[src/logic/rv_core_pkg.sv]
package rv_core_pkg;

    localparam int XLEN       = 64;
    localparam int REG_ADDR_W = 5;
    localparam int BUS_DATA_W = 32; // data bus moves one word per strobe

    localparam logic [XLEN-1:0] RAM_BASE    = 64'h0000_0000_0000_1000; // reset pc
    localparam logic [XLEN-1:0] TRAP_VECTOR = 64'h0000_0000_0000_0100; // fixed handler entry

    localparam logic [3:0] IRQ_EXTERNAL = 4'd1; // machine external interrupt request

    typedef logic [XLEN-1:0] word_t;

    // registered request toward the data bus
    typedef struct packed {
        logic [XLEN-1:0]       address;
        logic [BUS_DATA_W-1:0] write_data;
        logic                  read_enable;
        logic                  write_enable;
    } bus_req_t;

    // register file write port
    typedef struct packed {
        logic                  enable;
        logic [REG_ADDR_W-1:0] address;
        word_t                 data;
    } rf_write_t;

endpackage

[src/logic/rv_trap_unit.sv]
`timescale 1ns/1ns

module rv_trap_unit
    import rv_core_pkg::*;
(
    input  logic       clk,
    input  logic       reset,
    input  logic [3:0] interrupt_vector_i, // level from outside
    input  word_t      pc_i,
    input  logic       mret_i,
    output logic       trap_o,
    output word_t      mepc_o,
    output logic       interrupt_ack_o
);

    logic  mstatus_mie;   // mstatus bit 3
    logic  mstatus_mpie;  // mstatus bit 7
    word_t mepc;

    // only the external interrupt is taken, and only while enabled
    assign trap_o = (interrupt_vector_i == IRQ_EXTERNAL) && mstatus_mie;

    always_ff @(posedge clk or negedge reset) begin
        if (!reset) begin
            mstatus_mie     <= 1'b1; // interrupts enabled out of reset
            mstatus_mpie    <= 1'b0;
            interrupt_ack_o <= 1'b0;
        end else begin
            interrupt_ack_o <= trap_o; // one cycle, mie drops at same edge
            if (trap_o) begin
                mstatus_mpie <= mstatus_mie;
                mstatus_mie  <= 1'b0;
            end else if (mret_i) begin
                mstatus_mie  <= mstatus_mpie;
                mstatus_mpie <= 1'b1;
            end
        end
    end

    // return address
    always_ff @(posedge clk) begin
        if (trap_o) begin
            mepc <= pc_i;
        end
    end

    assign mepc_o = mepc;

    // the trap behind an ack moved mie into mpie and cleared mie
    ack_needs_mie: assert property (@(posedge clk) disable iff (!reset)
        interrupt_ack_o |-> $past(mstatus_mie) && mstatus_mpie && !mstatus_mie);

endmodule

[config.mk]
export PLATFORM = sky130hd
export DESIGN_NAME = rv_trap_unit
export DESIGN_NICKNAME = d
export VERILOG_FILES = /design/src/logic/rv_core_pkg.sv /design/src/logic/rv_trap_unit.sv
export SDC_FILE = /design/constraint.sdc
export NUM_CORES = 1
export LEC_CHECK = 0
export BUFFER_PORTS_ARGS = -buffer_cell sky130_fd_sc_hd__buf_2
export CAP_MARGIN = 15
export CORE_MARGIN = 8
export CORE_UTILIZATION = 44
export DETAILED_ROUTE_END_ITERATION = 16
export PLACE_DENSITY = 0.84
export SKIP_CTS_REPAIR_TIMING = 1
export SLEW_MARGIN = 20
export SYNTH_ARGS = -nofsm -noshare
export SYNTH_HDL_FRONTEND = slang
export SYNTH_SLANG_ARGS = --single-unit
[constraint.sdc]
create_clock -name clk -period 7.45 [get_ports clk]
set_input_delay 1.49 -clock clk [delete_from_list [all_inputs] [get_ports clk]]
set_output_delay 1.49 -clock clk [all_outputs]
set_load 0.01 [all_outputs]
* Word-level counts from Yosys, hierarchy flattened
Index checks and enable logic that the tools add are counted.
Storage, ports and cells: output and inout port bits 66, bits in registers 67, word-level logic and storage cells 11
Operators by class: muxes and demuxes 4, eq/ne operators 1, reduce and logical (&&, ||, !) cells 2
Operator list (number):
- == test 4 x 1 -> 1 bit (second input constant) | 1
- 2-to-1 mux 1 bit | 4
- nonzero test 2 bit | 1
- logical AND 1 bit | 1

* Logic depth before layout (Yosys ltp)
depth in word-level cells 3, gate-level depth with buffers 2, gate-level depth less buffers 2

* Worst setup path after synthesis
No wires, ideal clock.
kind input-to-output, start in interrupt_vector_i[1], end out trap_o, setup slack 2.544 ns, stages on the path 2, arrival time 3.416 ns, cell sequence nor4b_4 > and2_1
On the way: word-level cells in the longest chain between the ends 2
Ends and longest elaborated chain:
- start, declared | RTL line rv_trap_unit.sv:8 | input logic [3:0] interrupt_vector_i,
- == test 4 x 1 -> 1 bit | RTL line rv_trap_unit.sv:21 | assign trap_o = (interrupt_vector_i == IRQ_EXTERNAL) && mstatus_mie;
- logical AND 1 bit | RTL line rv_trap_unit.sv:21
- end, declared | RTL line rv_trap_unit.sv:11 | output logic trap_o,
No other way between the ends.

* Worst setup path in the final report
Same ends and word-level chain as after synthesis.

==> flow_summary.yaml <==
sta:
  tightest_slew_ns: 0.790
  rsz0062_at_grt: "false"
  hold_viol: 0
  finalSetupViolations: 0
  skew_ns: 0.00568
  finalCriticalPeriod_ns: 3.71
  fin_crit_sh: 0.498
  tns_ns: 0
  drv_slew: 0
  fmax_ghz: 0.269
  relSlewSlack: 0.473
route:
  wirelength_mm: 5.09
  first_pass_iters: 3
  wl_per_cell_um: 18.2
  first_iter_violations: 67
  dr_total_vias: 1248
  vias_per_cell: 4.47
  postRouteAntennaNets: 0
  drcViolationCount: 0
die:
  initial_core_util: 0.447
  die_area_sq_um: 7110
  die_h_um: 84.3
  die_w_um: 84.3
  rows: 25
  io_pins: 137
  placeableCoreArea_sq_um: 4600
critical_path:
  slowest_stage: "nor4b_4"
  cp.required_ns: 5.96
  crit_path_max_incr_delay_ns: 0.30
  crit_chain: "buf_2 -> nor4b_4 -> and2_2 -> buf_2"
  worstPathMaxFanout: 3
  worstSetupPathType: "in2out"
  end_kind: "primary output"
  cp_common_cell: "buf_2"
  worstPathArrival_ns: 2.22
  start_kind: "primary input"
layout:
  instances_no_fill: 279
  drive_gt1_frac: 0.693
  layout_common_cells: "buf_2, edfxtp_1, clkbuf_8, bufinv_16"
  finish.utilization: 0.663
  fillers: 329
  multi_input_area_sq_um: 56.3
  regArea_sq_um: 2000
  layout.nets: 291
  area_growth_pct: 48.6
  final_common_cell: "buf_2"
  num_antenna_cells: 0
logic_synthesis:
  ys_ff_latch: 67
  synth_area_sq_um: 2050
  ys_warn_count: 0
  synth_nets: 143
  avgSynthCellArea_sq_um: 28.5
  synthCells: 72
  ys_seq_area_frac: 0.973
  yosysUniqueCellTypes: 8
place:
  dp_cells: 263
  port_buffers: 136
  gp_congestion: 0.686
  dp_hpwl_mm: 3.92
power:
  peakVddDrop_mv: 0.148
  swShare: 0.183
  power_frac_seq: 0.523
  power_density_nw_per_um2: 265
  power.leakage_nw: 1.30
  p_clk_frac: 0.437
  p_int_w: 0.000660
  power.net_switching_w: 0.000148
  pwr-share-comb: 0.041
grt:
  track_usage: 0.142
  grt_pass1_vias: 1447
  grt_overflow_total: 0
  antenna_found_initial: 1
  grt_max_degree: 66
  grt_pass1_wl_mm: 7.49
clocking:
  cts_root_buffer: "clkbuf_8"
  htreeDepth: 3
  clk_latency_ns: 0.32
  cts.sinks: 67
  cts_tree: "done"
  cts_buffer_depth: 2
  cts_buffers: 9
  clk_pin_slew_ns: 0.07
run_status:
  status: "finished, final reports clean"
worst_hold_path:
  hp-class: "reg2reg"
run:
  max_cap_viol_count: 0
-- layer usage --
layer	routed length (um)	track usage	share of wire
met1	1590	0.114	0.31
met2	2610	0.230	0.51
met3	831	0.115	0.16
met4	42	0.0848	0.0083
met5	13	0	0.0026
-- power groups by stage --
stage / Clock (W) / Sequential, W / Combinational (W)
2_1_floorplan: 0 / 0.000435 / 0.00000358
3_3_place_gp: 0 / 0.000431 / 0.0000317
3_5_place_dp: 0 / 0.000431 / 0.0000335
4_1_cts: 0.000363 / 0.000423 / 0.0000335
5_1_grt: 0.000374 / 0.000423 / 0.0000357
6_report: 0.000353 / 0.000423 / 0.0000327
-- state kept, by name (all words and copies together), names as in the netlist --
| signal | cells |
|---|---|
| mepc_o | 64 |
| mstatus_mie | 1 |
| mstatus_mpie | 1 |
| interrupt_ack_o | 1 |
-- critical path: cells and delay by family --
| family | cells | cell delay (ns) |
|---|---|---|
| simple gates | 2 | 0.50 |
| buf+inv | 2 | 0.24 |
-- logic make-up (layout without fill, tap and decap cells) --
group | count (synthesis) | in the layout | share of synthesized area
flip-flops | 67 | 67 | 0.973
AO/OA/AOI/OAI | 2 | 2 | 0.00731
AND/OR/NAND/NOR | 2 | 2 | 0.0146
multiplexers | 1 | 1 | 0.00488
buffers and inverters | 0 | 153 | 0
-- cell usage after synthesis --
library cell,instances,area share
a211o_2,1,0.0049
a21oi_1,1,0.0024
and2_1,1,0.0030
dfrtp_1,2,0.024
dfstp_2,1,0.013
edfxtp_1,64,0.94
mux2i_1,1,0.0049
nor4b_4,1,0.012
-- area by class of cell --
| type | instances | share of cell area |
|---|---|---|
| timing repair buffer | 137 | 0.226 |
| clock buffer | 9 | 0.0406 |
| clock inverter | 7 | 0.0381 |
| sequential | 67 | 0.655 |
| tap | 54 | 0.0221 |
| multi-input combinational | 5 | 0.0185 |
-- metrics by stage --
step | total power [W] | setup WS, ns | hold WS [ns] | instance area (sq um)
after detailed placement | 0.000464 | 3.74 | 0.463 | 2810
after floorplan | 0.000439 | 2.54 | 0.441 | 2050
after global placement | 0.000462 | 3.75 | 0.466 | 2810
after CTS | 0.000819 | 3.74 | 0.492 | 3050
after global routing | 0.000832 | 3.67 | 0.497 | 3050
final | 0.000808 | 3.74 | 0.490 | 3050
-- path summary, 6_finish.rpt --
path / start / end / slack, ns / depth (start not counted)
worst max register to register: mstatus_mie / mepc_o[12] / 5.73 / 2
max in group asynchronous: reset / mstatus_mie / 6.30 / 1
worst min-delay path: mstatus_mpie / mstatus_mpie / 0.49 / 1
min in group asynchronous: reset / mstatus_mpie / 0.95 / 1
worst max-delay path: interrupt_vector_i[1] / trap_o / 3.74 / 4
worst min register to register: mstatus_mpie / mstatus_mpie / 0.49 / 1
Note: power is estimated with default switching activity, not from simulation.
