[src/logic/rv_core_pkg.sv]
package rv_core_pkg;

    localparam int XLEN       = 64;
    localparam int REG_ADDR_W = 5;
    localparam int BUS_DATA_W = 32; // data bus moves one word per strobe

    localparam logic [XLEN-1:0] RAM_BASE    = 64'h0000_0000_0000_1000; // reset pc
    localparam logic [XLEN-1:0] TRAP_VECTOR = 64'h0000_0000_0000_0100; // fixed handler entry

    localparam logic [3:0] IRQ_EXTERNAL = 4'd1; // machine external interrupt request

    typedef logic [XLEN-1:0] word_t;

    // registered request toward the data bus
    typedef struct packed {
        logic [XLEN-1:0]       address;
        logic [BUS_DATA_W-1:0] write_data;
        logic                  read_enable;
        logic                  write_enable;
    } bus_req_t;

    // register file write port
    typedef struct packed {
        logic                  enable;
        logic [REG_ADDR_W-1:0] address;
        word_t                 data;
    } rf_write_t;

endpackage

[src/logic/rv_regfile.sv]
`timescale 1ns/1ns

module rv_regfile
    import rv_core_pkg::*;
(
    input  logic                  clk,
    input  logic                  reset,
    input  logic [REG_ADDR_W-1:0] rs1_addr_i,
    input  logic [REG_ADDR_W-1:0] rs2_addr_i,
    output word_t                 rs1_data_o,
    output word_t                 rs2_data_o,
    input  rf_write_t             rf_write_i
);

    word_t regs [32];

    always_ff @(posedge clk or negedge reset) begin
        if (!reset) begin
            for (int i = 0; i < 32; i++) begin
                regs[i] <= '0;
            end
        end else if (rf_write_i.enable && rf_write_i.address != '0) begin
            regs[rf_write_i.address] <= rf_write_i.data; // x0 never written
        end
    end

    // async read, x0 stays at its reset value
    assign rs1_data_o = regs[rs1_addr_i];
    assign rs2_data_o = regs[rs2_addr_i];

    x0_stays_zero: assert property (@(posedge clk) disable iff (!reset)
        rf_write_i.enable && rf_write_i.address == '0 |=> regs[0] == '0);

endmodule

[config.mk]
export PLATFORM = sky130hd
export DESIGN_NAME = rv_regfile
export DESIGN_NICKNAME = d
export VERILOG_FILES = /design/src/logic/rv_core_pkg.sv /design/src/logic/rv_regfile.sv
export SDC_FILE = /design/constraint.sdc
export NUM_CORES = 2
export LEC_CHECK = 0
export BUFFER_PORTS_ARGS = -buffer_cell sky130_fd_sc_hd__buf_2
export CAP_MARGIN = 20
export CORE_UTILIZATION = 30
export DETAILED_ROUTE_END_ITERATION = 16
export SLEW_MARGIN = 25
export SYNTH_ARGS = -nofsm -noshare
export SYNTH_HDL_FRONTEND = slang
export SYNTH_SLANG_ARGS = --single-unit
[constraint.sdc]
create_clock -name clk -period 6.5 [get_ports clk]
set_input_delay 0.65 -clock clk [delete_from_list [all_inputs] [get_ports clk]]
set_output_delay 0.65 -clock clk [all_outputs]
set_load 0.03 [all_outputs]
* Word-level counts from Yosys, hierarchy flattened
Cells that the tools add are included.
** Word-level totals
- Bits in registers :: 2048
- Output and inout bits :: 128
- Word-level logic and storage cells :: 51
** Cells by class
- Multiplexer cells :: 9
- $lt $le $gt $ge :: 4
- Bitwise logic cells :: 3
- Reductions and logical operators :: 3
** Operators with widths (count)
- 2048-bit bitwise mux :: 1
- 64-bit binary-select mux with 5-bit select :: 2
- 64-bit demux with 5-bit select :: 1
- 64-bit two-way mux :: 5
- 6-bit greater-or-equal comparator, second input constant :: 3
- 5-bit inverter with 6-bit output :: 3
- 6-bit by 1-bit < comparator with 1-bit output, second input constant :: 1
- 5-bit nonzero test :: 1
- 1-bit logical AND :: 2

* Longest topological paths before layout
- Depth after elaboration :: 6
- Gate-level depth with buffers :: 9
- Depth with buffers taken out :: 4

* Worst setup path after synthesis
No wires, ideal clock.
- Kind :: input -> output
- Start :: input rs2_addr_i[0]
- End :: output rs2_data_o[20]
- Cell stages on the path :: 8
- Buffers on the path :: 6
- Arrival time :: 2788 ps
- Slack :: 3062 ps
- Required time :: 5850 ps
- Path through :: buf_2 buf_4 buf_4 buf_2 buf_4 clkbuf_1 a211oi_1 o31ai_1
** Between the ends
- Cells in the longest elaborated chain, start to end :: 4
** Ends and longest elaborated chain
- from (decl) :: line rv_regfile.sv:9 : input logic [REG_ADDR_W-1:0] rs2_addr_i,
- 5-bit inverter with 6-bit output (not written as such) :: line rv_regfile.sv:29 : assign rs2_data_o = regs[rs2_addr_i];
- 64-bit binary-select mux with 5-bit select :: line rv_regfile.sv:29
- 64-bit two-way mux (not written as such) (2 in series) :: line rv_regfile.sv:29
- to (decl) :: line rv_regfile.sv:11 : output word_t rs2_data_o,
Every way passes these cells. The select of a mux whose other input is x is not followed.

* Worst setup path in the final report
- Start :: input rs1_addr_i[3]
- End :: output rs1_data_o[0]
** Between the ends
- Cells in the longest elaborated chain, start to end :: 4
** Ends and longest elaborated chain
- from (decl) :: line rv_regfile.sv:8 : input logic [REG_ADDR_W-1:0] rs1_addr_i,
- 5-bit inverter with 6-bit output (not written as such) :: line rv_regfile.sv:28 : assign rs1_data_o = regs[rs1_addr_i];
- 64-bit binary-select mux with 5-bit select :: line rv_regfile.sv:28
- 64-bit two-way mux (not written as such) (2 in series) :: line rv_regfile.sv:28
- to (decl) :: line rv_regfile.sv:10 : output word_t rs1_data_o,
Every way passes these cells. The select of a mux whose other input is x is not followed.

==> impl_metrics.tcl <==
set metrics [dict create \
    cts_sinks 2048 \
    root_buffer "clkbuf_16" \
    worst-endpoint-required_ps 5850 \
    rrSetupSlack_ps 5680 \
    cts_buffers 224 \
    synthesis.area_um2 108000 \
    clkTransAtPathRegs_ps 70 \
    startpoint_type "input port" \
    power_switching_mw 10.6 \
    slowest_delay_ps 620 \
    hold_class "in -> reg" \
    hold_ws_ps 361 \
    final_util_pct 34.1 \
    dieWidth_um 601 \
    cpMaxStageDelayCell "buf_4" \
    largest_reg_flops 2048 \
    maxSlewHeadroom_pct 24.4 \
    grt_pass1_wl_mm 513 \
    clock_latency_ps 890 \
    drive_gt1_share_pct 62.7 \
    synth.avg_cell_area_um2 16.5 \
    multi_input_area_um2 53400 \
    grt_pass1_vias 68700 \
    cp.arrival_ps 3690 \
    hold_start "rf_write_i[11]" \
    die_h_um 601 \
    period_share_pct 66.7 \
    top_register "regs" \
    ff2ff_path_depth 1 \
    tns_ps 0 \
    nets 6443 \
    grt_max_degree 180 \
    first_pass_iters 5 \
    synth-seq-cells 2048 \
    post_cts_resized 0 \
    status "complete, no violations" \
    syn_to_final_growth_pct 12.9 \
    vias 64000 \
    postCtsSetupRepairBufs 0 \
    seqPwrFrac_pct 44.1 \
    rr_startpoint "regs[453]" \
    reg_top3 "regs (2048)" \
    start_util_pct 30.2 \
    io_buffers 209 \
    detail_route.wl_per_cell_um 31.1 \
    period_needed_ps 4340 \
    drt_wl_total_mm 352 \
    final_cells 11300 \
    seqCellArea_um2 51200 \
    p_int_mw 27.9 \
    finalSetupViolCount 0 \
    drc_errors 0 \
    syn-instance-count 6512 \
    gp_congestion 0.776 \
    tritoncts "done" \
    report.final.slew_viol_count 0 \
    p_per_area_nw_per_um2 317 \
    combPwrFrac_pct 21.4 \
    path_cells "buf_6 > buf_4 > buf_4 > mux2_2 > a221o_1 > buf_2" \
    nFillCells 33700 \
    rows 219 \
    drtAntennaViolNets 0 \
    max_freq_mhz 231 \
    antenna_found_initial 63 \
    crit_fanout 21 \
    ctsLongestPathBuffers 4 \
    holdPathStages 2 \
    htreeDepth 4 \
    rsz0062_at_grt "false" \
    power.total_mw 38.5 \
    clockPowerShare_pct 34.5 \
    worst_path_most_repeated_cell "buf_4" \
    dieArea_um2 361000 \
    sw_frac_of_total_pct 27.6 \
    ys_seq_area_share_pct 47.6 \
    hold_end "regs[459]" \
    fin_skew_ps 0 \
    ys_types 30 \
    overflow 0 \
    core_area_um2 356000 \
    cap_viol_max_count 0 \
    crit_type "in -> out" \
    worstMarginPinSlew_ps 1130 \
    hold_viol_final 0 \
    leakage_nw 51.3 \
    grt.total_usage_pct 19.3 \
    ios 210 \
    cp-end-kind "primary output" \
    rr_endpoint "regs[453]" \
    syn_nets 6594 \
    ys_warn_count 0 \
    dp.cells 10900 \
    ir_worst_vdd_mv 0.214 \
    drt-initial-drc-count 4891 \
    dp_hpwl_mm 197 \
    routed_via_density 5.66 \
]
[timing repair]
item | 4_1_cts | 5_1_grt
endpoints found under the hold margin | 79 | 0
hold buffers | 1 | 0
endpoints found under the setup margin | 0 | 0
[worst max path at each step]
stage | startpoint | depth (start not counted) | end | slack (ps)
5_1_grt | rs1_addr_i[0] | 7 | rs1_data_o[44] | 2030
3_3_place_gp | rs2_addr_i[0] | 8 | rs2_data_o[1] | 2080
2_1_floorplan | rs2_addr_i[0] | 8 | rs2_data_o[20] | 3060
6_report | rs1_addr_i[3] | 6 | rs1_data_o[0] | 2160
4_1_cts | rs2_addr_i[0] | 8 | rs2_data_o[1] | 2130
3_5_place_dp | rs2_addr_i[0] | 7 | rs2_data_o[35] | 2130
[worst max-delay path, delay by kind of cell]
family / cells / cell delay, ps
muxes: 1 / 420
AOI/OAI and AO/OA: 1 / 520
buffers and inverters: 4 / 1880
[layout by cell type (no fill, tap or decap), types with 21 or more instances in the layout]
cell type	n
mux2_2	2151
dfrtp_1	2048
mux4_2	1145
clkbuf_16	224
buf_2	200
mux2i_1	144
buf_4	123
clkbuf_8	61
o22ai_1	60
buf_12	58
clkbuf_1	39
a221oi_1	34
clkinv_2	33
a221o_1	26
bufinv_16	21
[stage by stage]
step | area [um2] | setup WS (ps)
after floorplan | 108000 | 3060
after global placement | 114000 | 2080
after detailed placement | 114000 | 2130
after CTS | 122000 | 2130
after global routing | 122000 | 2030
final | 122000 | 2160
[synthesized netlist by cell type, drive strengths merged]
cell type / count / area share, %
mux2: 2151 / 22
dfrtp: 2048 / 48
mux4: 1145 / 24
clkbuf: 487 / 1.7
buf: 286 / 1.4
mux2i: 144 / 1.3
o22ai: 60 / 0.35
a221oi: 34 / 0.28
nor2: 27 / 0.094
a221o: 26 / 0.24
nand2: 20 / 0.070
nor2b: 20 / 0.12
a211o: 9 / 0.073
a21oi: 9 / 0.042
a22o: 9 / 0.073
and3: 6 / 0.035
nand3: 6 / 0.028
nand2b: 5 / 0.029
nor3: 4 / 0.037
a211oi: 3 / 0.021
and2: 3 / 0.017
o22a: 3 / 0.024
o31ai: 3 / 0.021
nand4: 2 / 0.012
inv: 1 / 0.0035
nor3b: 1 / 0.0070
[layer usage]
layer	vias to the layer above	track usage, %	routed length (um)
met5	-	0	211
met4	32	8.00	15300
met3	640	3.24	20300
met2	2181	32.4	174000
met1	35900	24.7	142000
li1	25200	-	-
[kinds of logic (layout without fill, tap and decap cells)]
kind of cell	after synthesis	after routing	synth area share (%)
and+or+nand+nor	94	94	0.445
DFF	2048	2048	47.6
AOI/OAI and AO/OA	156	156	1.12
muxes	3440	3440	47.8
other	0	16	0
buffers and inverters	774	798	3.08
[cell type report]
| cell class | count | area share (%) |
|---|---|---|
| multi-input combinational | 3690 | 43.9 |
| sequential | 2048 | 42.1 |
| clock buffer | 324 | 5.42 |
| tap | 4751 | 4.89 |
| timing repair buffer | 396 | 2.74 |
| clock inverter | 77 | 0.848 |
| antenna | 16 | 0.0329 |
| inverter | 1 | 0.00514 |
[power groups by stage]
stage / Sequential (mW) / Clock, mW / Combinational (mW)
after detailed placement: 17.1 / 0 / 8.33
after global placement: 16.9 / 0 / 8.13
final: 17.0 / 13.3 / 8.24
after global routing: 17.3 / 14.1 / 8.79
after CTS: 16.9 / 13.6 / 8.35
after floorplan: 16.5 / 0 / 6.32
(Power assumes the default switching activity.)
